[src/source/SiFH_defines.svh]
`ifndef SIFH_DEFINES_SVH
`define SIFH_DEFINES_SVH

// timestamp width
`define Np 10

// timestamp to coarse bin
`define COARSE_SHIFT 4

`define BIN_NUM_PER_HIS 64
`define PIXEL_NUM_PER_RAM 4
`define PIX_BITS 2

// pixel id above bin index
`define RAM_ADDR 8

// count width, saturating
`define peakMax 8

// fine window is three coarse bins
`define WINDOW_BINS 48

`endif

[src/source/sifhPkg.sv]
`include "SiFH_defines.svh"

package sifhPkg;

    typedef logic [`Np-1:0] stampT;
    typedef logic [`RAM_ADDR-`PIX_BITS-1:0] binT;  // 6 bits
    typedef logic [`PIX_BITS-1:0] pixelT;
    typedef logic [`RAM_ADDR-1:0] addrT;           // {pixel, bin}
    typedef logic [`peakMax-1:0] countT;

    // window limits, both inclusive
    typedef struct packed {
        stampT thLow;
        stampT thHigh;
    } threshT;

    typedef enum logic [2:0] {
        IDLE,
        CLEAR,
        BUILD,
        DRAIN,
        SCAN,
        DONE
    } phaseT;

endpackage

[src/source/histRam.sv]
`timescale 1ns/1ps

module histRam #(
    parameter int DEPTH = 256,
    parameter type wordT = logic [7:0]
) (
    input  logic                     clk,
    input  logic                     wEnable,
    input  logic [$clog2(DEPTH)-1:0] waddr,
    input  wordT                     wdata,
    input  logic                     rEnable,
    input  logic [$clog2(DEPTH)-1:0] raddr,
    output wordT                     rdata
);

    wordT mem [DEPTH];

    // write port
    always_ff @(posedge clk) begin
        if (wEnable) begin
            mem[waddr] <= wdata;
        end
    end

    // registered read, old word on a same-cycle write
    always_ff @(posedge clk) begin
        if (rEnable) begin
            rdata <= mem[raddr];
        end
    end

endmodule

[src/source/hisBuilder.sv]
`timescale 1ns/1ps

module hisBuilder (
    input  logic           clk,
    input  logic           res,
    input  logic           clearStart,
    output logic           clearDone,
    input  logic           binValid,
    input  sifhPkg::pixelT binPixel,
    input  sifhPkg::binT   bin,
    output sifhPkg::addrT  raddr,
    output logic           rEnable,
    input  sifhPkg::countT counts,
    output sifhPkg::addrT  waddr,
    output logic           wEnable,
    output sifhPkg::countT newCounts
);

    import sifhPkg::*;

    logic  clearing;
    addrT  clearAddr;

    logic  s1Valid;     // read data on counts
    addrT  s1Addr;
    logic  s2Valid;     // incremented, writing
    addrT  s2Addr;
    countT s2Count;
    logic  s3Valid;     // written on the last edge
    addrT  s3Addr;
    countT s3Count;

    countT baseCount;
    countT incCount;

    // read issued as the bin is accepted
    assign raddr     = {binPixel, bin};
    assign rEnable   = binValid;

    assign clearDone = clearing && (clearAddr == '1);

    // sweep of all addresses, one per cycle
    always_ff @(posedge clk or negedge res) begin
        if (!res) begin
            clearing  <= 1'b0;
            clearAddr <= '0;
        end else if (clearStart) begin
            clearing  <= 1'b1;
            clearAddr <= '0;
        end else if (clearing) begin
            clearAddr <= clearAddr + 1'b1;
            if (clearDone) begin
                clearing <= 1'b0;
            end
        end
    end

    // newest in-flight count for the same bin wins over the RAM word
    always_comb begin
        if (s2Valid && (s2Addr == s1Addr)) begin
            baseCount = s2Count;
        end else if (s3Valid && (s3Addr == s1Addr)) begin
            baseCount = s3Count;
        end else begin
            baseCount = counts;
        end
        incCount = (baseCount == '1) ? baseCount : baseCount + 1'b1;  // saturate at max
    end

    always_ff @(posedge clk or negedge res) begin
        if (!res) begin
            s1Valid <= 1'b0;
            s2Valid <= 1'b0;
            s3Valid <= 1'b0;
        end else begin
            s1Valid <= binValid;
            s2Valid <= s1Valid;
            s3Valid <= s2Valid;
        end
    end

    always_ff @(posedge clk) begin
        s1Addr  <= raddr;
        s2Addr  <= s1Addr;
        s2Count <= incCount;
        s3Addr  <= s2Addr;
        s3Count <= s2Count;
    end

    // clear sweep takes the write port
    assign wEnable   = clearing || s2Valid;
    assign waddr     = clearing ? clearAddr : s2Addr;
    assign newCounts = clearing ? '0 : s2Count;

endmodule

[src/source/peakScan.sv]
`timescale 1ns/1ps

module peakScan (
    input  logic           clk,
    input  logic           res,
    input  logic           scanStart,
    output sifhPkg::addrT  raddr,
    output logic           rEnable,
    input  sifhPkg::countT counts,
    output logic           pixDone,
    output sifhPkg::pixelT pixel,
    output sifhPkg::binT   peakBin,
    output sifhPkg::countT peakCount
);

    import sifhPkg::*;

    logic  scanning;
    addrT  scanAddr;

    logic  d1Valid;     // counts belong to d1Addr
    addrT  d1Addr;
    pixelT d1Pixel;
    binT   d1Bin;

    countT maxCount;
    binT   maxBin;
    countT nextCount;
    binT   nextBin;

    assign raddr   = scanAddr;
    assign rEnable = scanning;

    assign {d1Pixel, d1Bin} = d1Addr;

    always_ff @(posedge clk or negedge res) begin
        if (!res) begin
            scanning <= 1'b0;
            scanAddr <= '0;
        end else if (scanStart) begin
            scanning <= 1'b1;
            scanAddr <= '0;
        end else if (scanning) begin
            scanAddr <= scanAddr + 1'b1;
            if (scanAddr == '1) begin
                scanning <= 1'b0;
            end
        end
    end

    // first bin restarts the max, strictly greater keeps the lowest bin on ties
    always_comb begin
        if ((d1Bin == '0) || (counts > maxCount)) begin
            nextCount = counts;
            nextBin   = d1Bin;
        end else begin
            nextCount = maxCount;
            nextBin   = maxBin;
        end
    end

    always_ff @(posedge clk or negedge res) begin
        if (!res) begin
            d1Valid <= 1'b0;
            pixDone <= 1'b0;
        end else begin
            d1Valid <= rEnable;
            pixDone <= d1Valid && (d1Bin == '1);  // last bin of the pixel
        end
    end

    always_ff @(posedge clk) begin
        d1Addr <= scanAddr;
        if (d1Valid) begin
            maxCount <= nextCount;
            maxBin   <= nextBin;
        end
        if (d1Valid && (d1Bin == '1)) begin
            pixel     <= d1Pixel;
            peakBin   <= nextBin;
            peakCount <= nextCount;
        end
    end

endmodule

[src/source/thresholdCalc.sv]
`timescale 1ns/1ps
`include "SiFH_defines.svh"

module thresholdCalc (
    input  logic            clk,
    input  logic            res,
    input  logic            pixDone,
    input  sifhPkg::pixelT  pixel,
    input  sifhPkg::binT    peakBin,
    input  logic            update,
    output sifhPkg::pixelT  waddr,
    output logic            wEnable,
    output sifhPkg::threshT thresh
);

    import sifhPkg::*;

    binT          coarseLow;
    stampT        lowStamp;
    logic [`Np:0] highWide;   // one spare bit for the top clamp
    stampT        highStamp;

    // window starts one coarse bin below the peak
    always_comb begin
        coarseLow = peakBin - 1'b1;
        if (peakBin == '0) begin
            lowStamp = '0;
        end else begin
            lowStamp = stampT'(coarseLow) << `COARSE_SHIFT;
        end
        highWide = {1'b0, lowStamp} + (`Np+1)'(`WINDOW_BINS - 1);
        // peak in the top coarse bin, window stops at the last timestamp
        highStamp = highWide[`Np] ? '1 : highWide[`Np-1:0];
    end

    always_ff @(posedge clk or negedge res) begin
        if (!res) begin
            wEnable <= 1'b0;
        end else begin
            wEnable <= pixDone && update;
        end
    end

    always_ff @(posedge clk) begin
        if (pixDone && update) begin
            waddr         <= pixel;
            thresh.thLow  <= lowStamp;
            thresh.thHigh <= highStamp;
        end
    end

endmodule

[src/source/SiFHtop.sv]
`timescale 1ns/1ps
`include "SiFH_defines.svh"

module SiFHtop (
    input  logic           clk,
    input  logic           res,
    input  logic           start,
    input  logic           dataValid,
    input  sifhPkg::pixelT pixel,
    input  sifhPkg::stampT data,
    input  logic           frameEnd,
    output logic           collecting,
    output logic           resultValid,
    output sifhPkg::pixelT resultPixel,
    output sifhPkg::stampT peakStamp,
    output sifhPkg::countT peakCount,
    output logic           done
);

    import sifhPkg::*;

    phaseT      phase;
    logic       pass;        // low for coarse, high for fine
    logic [1:0] drainCnt;
    logic       drainLast;
    logic       scanLast;
    logic       accept;

    logic       clearStart;
    logic       clearDone;
    logic       binValid;
    pixelT      binPixel;
    binT        bin;
    addrT       bRaddr;
    logic       bREnable;
    addrT       hWaddr;
    logic       hWEnable;
    countT      hWdata;
    addrT       hRaddr;
    logic       hREnable;
    countT      hRdata;

    logic       scanStart;
    addrT       sRaddr;
    logic       sREnable;
    logic       pixDone;
    pixelT      scanPixel;
    binT        scanBin;
    countT      scanCount;

    pixelT      thWaddr;
    logic       thWEnable;
    threshT     thWdata;
    pixelT      thRaddr;
    logic       thREnable;
    threshT     thRdata;

    logic       sValid;      // fine sample waiting on its threshold
    pixelT      sPixel;
    stampT      sData;
    logic       inWindow;
    binT        resBin;

    assign collecting = (phase == BUILD);
    assign accept     = collecting && dataValid;
    assign drainLast  = (drainCnt == (pass ? 2'd3 : 2'd2));  // 3 or 4 cycles
    assign scanLast   = pixDone && (scanPixel == '1);
    assign clearStart = ((phase == IDLE) && start) || ((phase == SCAN) && scanLast && !pass);
    assign scanStart  = (phase == DRAIN) && drainLast;

    always_ff @(posedge clk or negedge res) begin
        if (!res) begin
            phase    <= IDLE;
            pass     <= 1'b0;
            drainCnt <= '0;
            done     <= 1'b0;
        end else begin
            done <= (phase == DONE);  // one cycle behind the last result
            case (phase)
                IDLE: begin
                    if (start) begin
                        phase <= CLEAR;
                        pass  <= 1'b0;
                    end
                end
                CLEAR: begin
                    if (clearDone) begin
                        phase <= BUILD;
                    end
                end
                BUILD: begin
                    if (frameEnd) begin
                        phase    <= DRAIN;
                        drainCnt <= '0;
                    end
                end
                DRAIN: begin
                    drainCnt <= drainCnt + 1'b1;
                    if (drainLast) begin
                        phase <= SCAN;
                    end
                end
                SCAN: begin
                    if (scanLast) begin
                        phase <= pass ? DONE : CLEAR;
                        pass  <= 1'b1;
                    end
                end
                default: phase <= IDLE;
            endcase
        end
    end

    // fine pass waits one cycle for the threshold word
    always_ff @(posedge clk or negedge res) begin
        if (!res) begin
            sValid <= 1'b0;
        end else begin
            sValid <= accept && pass;
        end
    end

    always_ff @(posedge clk) begin
        if (accept) begin
            sPixel <= pixel;
            sData  <= data;
        end
    end

    assign inWindow = (sData >= thRdata.thLow) && (sData <= thRdata.thHigh);

    always_comb begin
        if (pass) begin
            binValid = sValid && inWindow;
            binPixel = sPixel;
            bin      = binT'(sData - thRdata.thLow);
        end else begin
            binValid = accept;
            binPixel = pixel;
            bin      = binT'(data >> `COARSE_SHIFT);
        end
    end

    // threshold read serves the window test, then the result offset
    assign thREnable = pass && ((phase == SCAN) ? pixDone : accept);
    assign thRaddr   = (phase == SCAN) ? scanPixel : pixel;

    assign hRaddr   = (phase == SCAN) ? sRaddr : bRaddr;
    assign hREnable = (phase == SCAN) ? sREnable : bREnable;

    always_ff @(posedge clk or negedge res) begin
        if (!res) begin
            resultValid <= 1'b0;
        end else begin
            resultValid <= pixDone && pass && (phase == SCAN);
        end
    end

    always_ff @(posedge clk) begin
        if (pixDone) begin
            resultPixel <= scanPixel;
            resBin      <= scanBin;
            peakCount   <= scanCount;
        end
    end

    assign peakStamp = thRdata.thLow + stampT'(resBin);

    hisBuilder i_hisBuilder (
        .clk        (clk),
        .res        (res),
        .clearStart (clearStart),
        .clearDone  (clearDone),
        .binValid   (binValid),
        .binPixel   (binPixel),
        .bin        (bin),
        .raddr      (bRaddr),
        .rEnable    (bREnable),
        .counts     (hRdata),
        .waddr      (hWaddr),
        .wEnable    (hWEnable),
        .newCounts  (hWdata)
    );

    peakScan i_peakScan (
        .clk       (clk),
        .res       (res),
        .scanStart (scanStart),
        .raddr     (sRaddr),
        .rEnable   (sREnable),
        .counts    (hRdata),
        .pixDone   (pixDone),
        .pixel     (scanPixel),
        .peakBin   (scanBin),
        .peakCount (scanCount)
    );

    thresholdCalc i_thresholdCalc (
        .clk     (clk),
        .res     (res),
        .pixDone (pixDone),
        .pixel   (scanPixel),
        .peakBin (scanBin),
        .update  ((phase == SCAN) && !pass),
        .waddr   (thWaddr),
        .wEnable (thWEnable),
        .thresh  (thWdata)
    );

    histRam #(
        .DEPTH (`BIN_NUM_PER_HIS * `PIXEL_NUM_PER_RAM),
        .wordT (countT)
    ) i_histMem (
        .clk     (clk),
        .wEnable (hWEnable),
        .waddr   (hWaddr),
        .wdata   (hWdata),
        .rEnable (hREnable),
        .raddr   (hRaddr),
        .rdata   (hRdata)
    );

    histRam #(
        .DEPTH (`PIXEL_NUM_PER_RAM),
        .wordT (threshT)
    ) i_threshMem (
        .clk     (clk),
        .wEnable (thWEnable),
        .waddr   (thWaddr),
        .wdata   (thWdata),
        .rEnable (thREnable),
        .raddr   (thRaddr),
        .rdata   (thRdata)
    );

endmodule

[config.mk]
export PLATFORM = sky130hd
export DESIGN_NAME = SiFHtop
export DESIGN_NICKNAME = d
export VERILOG_FILES = /design/src/source/sifhPkg.sv /design/src/source/histRam.sv /design/src/source/hisBuilder.sv /design/src/source/peakScan.sv /design/src/source/thresholdCalc.sv /design/src/source/SiFHtop.sv
export VERILOG_INCLUDE_DIRS = /design/src /design/src/source
export SDC_FILE = /design/constraint.sdc
export NUM_CORES = 2
export LEC_CHECK = 0
export BUFFER_PORTS_ARGS = -buffer_cell sky130_fd_sc_hd__buf_2
export CORE_ASPECT_RATIO = 0.5
export CORE_MARGIN = 2
export CORE_UTILIZATION = 40
export DETAILED_ROUTE_END_ITERATION = 12
export PLACE_DENSITY = 0.67
export SLEW_MARGIN = 20
export SYNTH_ARGS = -nofsm -noshare
export SYNTH_HDL_FRONTEND = slang
export SYNTH_SLANG_ARGS = --single-unit
export TNS_END_PERCENT = 1
[constraint.sdc]
create_clock -name clk -period 8.5 [get_ports clk]
set_input_delay 0.85 -clock clk [delete_from_list [all_inputs] [get_ports clk]]
set_output_delay 0.85 -clock clk [all_outputs]
set_load 0.005 [all_outputs]
==> reports/results.ini <==
[placed_design]
gp_congestion = 0.872
place_hpwl_um = 151000
dp.cells = 9313
portBuffers = 39

[floorplanning]
io_pins = 40
dieArea_sq_mm = 0.229
initial_core_util = 0.402
die_w_um = 675
core_sq_mm = 0.225
die_h_um = 340
rows = 123

[power]
leakage_uw = 0.0340
power_uw = 27100
power_density_mw_per_mm2 = 269
ir_drop_v = 0.000192

[run]
drv_cap = 0

[yosys]
synth-seq-area-share = 0.748
yosysMostFrequentCell = edfxtp_1
synth-main-ff-cell = edfxtp_1
yosysTopAreaCellShare = 0.729
yosys-top-cells-area = edfxtp_1, nand2_1, mux2i_1
syn-mean-instance-area_sq_um = 13.8
synth_fa_ha_area_frac = 0.00419
synth_area_sq_mm = 0.0902
synth_cells = 6545
synth_compound_area_frac = 0.0671
yosys_warnings = 0
synth_edf_count = 2188
yosysUniqueCellTypes = 72
muxShareOfSynthArea = 0.0459
synth_top_area_cell = edfxtp_1
synthesis.nets = 6591
synthXorXnorAreaFrac = 0.00398
synthTopCellsByCount = edfxtp_1, nand2_1, a21oi_1
ys_async_sr_fraction = 0.0145
synth_top_family_by_area = simple AND/OR/NAND/NOR gates
ys_ff_latch = 2269
synth-simple-area-share = 0.107

[status]
status = completed

[route]
routed_wl_um = 260000
vias = 56400
ant_nets = 0
drc_errors = 0
via_per_inst = 5.81
dr.pass1.iters = 6
wl_per_cell_um = 26.8
drtIter0Drc = 9143

[sta]
hold_violations = 0
finalMaxSlewViolations = 0
skew_ps = 45.2
report.final.setup_viol = 0
fin_tns_setup_ps = 0
rsz0062_at_grt = no
slew_headroom = 0.144
fmax_mhz = 182
layout_min_cycle_time_ps = 5500
period_share = 0.647
worst_pin_slew_ps = 1280

[final_layout]
stdcell_count = 9706
nets = 6567
drive_gt1_frac = 0.0829
fillers = 19400
fin_util = 0.448
syn_to_final_growth_pct = 11.5

[worst_setup_path]
reg2reg_from = pass
max_stage_delay_ps = 930
cp_cell_sequence = mux2i_2, nor3_1, a31oi_4, buf_4, o22ai_1, nor4_1, a21oi_1, o211ai_1, nand4_1
start_kind = flop
rr_endpoint = i_histMem.rdata[0]
worst-path-max-fanout = 42
path_buf_inv = 1
rr_worst_depth = 9
r2r_slack_ps = 3000
crit_family = compound AO/OA/AOI/OAI gates
end_kind = flop
cpMaxStageDelayCell = o211ai_1
path_class = flop to flop
cp_data_arrival_time_ps = 6030
critical_path_depth = 9
cp.required_ps = 9030

[global_routing]
grt-ovfl-total = 0
grt_antenna_before_repair = 17
grt_pass1_vias = 52800
grt_pass1_wl_um = 372000
grt_max_degree = 213
grtUsageTotal = 0.221

[cts]
cts_made_buffers = 205
cts_max_path_buffers = 3
cts.sinks = 2269
htreeDepth = 4
cts_hold_buf = 0
clkSlewWorstSetupHoldPaths_ps = 60
postCtsSetupBuffers = 0
cts_tree = built
insertion_delay_ps = 860
clockRootBuffer = clkbuf_16
cts_resized = 0

[hold_path]
min_path_type = input port to async pin

-- cells in the final DEF (no fill, tap or decap), types with 22 or more instances in the layout --
| master | n |
|---|---|
| o211ai_1 | 22 |
| nand3_1 | 186 |
| o21ai_0 | 86 |
| clkbuf_1 | 38 |
| o22ai_1 | 131 |
| mux2i_1 | 375 |
| nand4_1 | 23 |
| clkinv_1 | 47 |
| buf_2 | 39 |
| buf_4 | 105 |
| mux2_2 | 23 |
| nor4_1 | 167 |
| ha_1 | 27 |
| nand2_1 | 1462 |
| nor3_1 | 55 |
| dfrtp_1 | 32 |
| xnor2_1 | 28 |
| clkbuf_16 | 212 |
| inv_1 | 45 |
| a31oi_1 | 32 |
| a2111oi_0 | 28 |
| a21oi_1 | 630 |
| clkinv_2 | 43 |
| edfxtp_1 | 2188 |
| dfxtp_1 | 48 |
| nor2_1 | 317 |
-- metrics by stage --
| step | cell area [sq um] | setup WS [ps] | hold WS, ps |
|---|---|---|---|
| global route | 100000 | 2840 | 143 |
| finish | 101000 | 3000 | 95.9 |
| CTS | 100000 | 3240 | 80.8 |
| global placement | 93700 | 2740 | 342 |
| detailed placement | 93800 | 3280 | 348 |
| floorplan | 90200 | -127 | 331 |
-- power by group --
part	switching (uW)	internal, uW
Sequential	268	13100
Clock	4130	5160
Combinational	3400	972
-- registers in the layout, indices dropped and copies added, names as in the netlist, 10 cells and up --
signal and cells:
i_histMem.mem 2048, i_threshMem.mem 48, i_threshMem.rdata 12, i_thresholdCalc.thresh 12
sData 10
-- logic make-up (layout without fill, tap and decap cells) --
logic type,count (synthesis),after routing
other,0,12
muxes,407,407
buffers and inverters,442,591
adders and majority gates,29,29
AOI/OAI and AO/OA,1056,1056
and+or+nand+nor,2301,2301
xor gates and xnor gates,41,41
DFF,2269,2269
-- layer usage --
| metal | vias to the layer above | track usage | part of all wire |
|---|---|---|---|
| met5 | - | 0 | 0.00025 |
| met1 | 28000 | 0.311 | 0.39 |
| met2 | 3595 | 0.331 | 0.44 |
| li1 | 24300 | - | - |
| met4 | 10 | 0.0838 | 0.036 |
| met3 | 534 | 0.0570 | 0.13 |
-- worst max-delay path by stage --
| stage | startpoint | endpoint | slack, ps |
|---|---|---|---|
| 2_1_floorplan | i_hisBuilder.clearing | i_histMem.mem[0][0] | -130 |
| 5_1_grt | pass | i_histMem.rdata[0] | 2840 |
| 4_1_cts | pass | i_histMem.rdata[0] | 3240 |
| 3_3_place_gp | data[5] | i_histMem.rdata[7] | 2740 |
| 6_report | pass | i_histMem.rdata[0] | 3000 |
| 3_5_place_dp | pass | i_histMem.rdata[0] | 3280 |
-- area by class of cell --
| type | count | area, sq um | area share |
|---|---|---|---|
| antenna | 12 | 30.0 | 0.000299 |
| timing repair buffer | 165 | 1400 | 0.0140 |
| multi-input combinational | 3834 | 21000 | 0.209 |
| inverter | 46 | 173 | 0.00172 |
| clock inverter | 127 | 1180 | 0.0117 |
| clock buffer | 253 | 5490 | 0.0546 |
| tap | 3000 | 3750 | 0.0373 |
| sequential | 2269 | 67500 | 0.671 |
No activity file was read; power rests on OpenSTA's default activity.
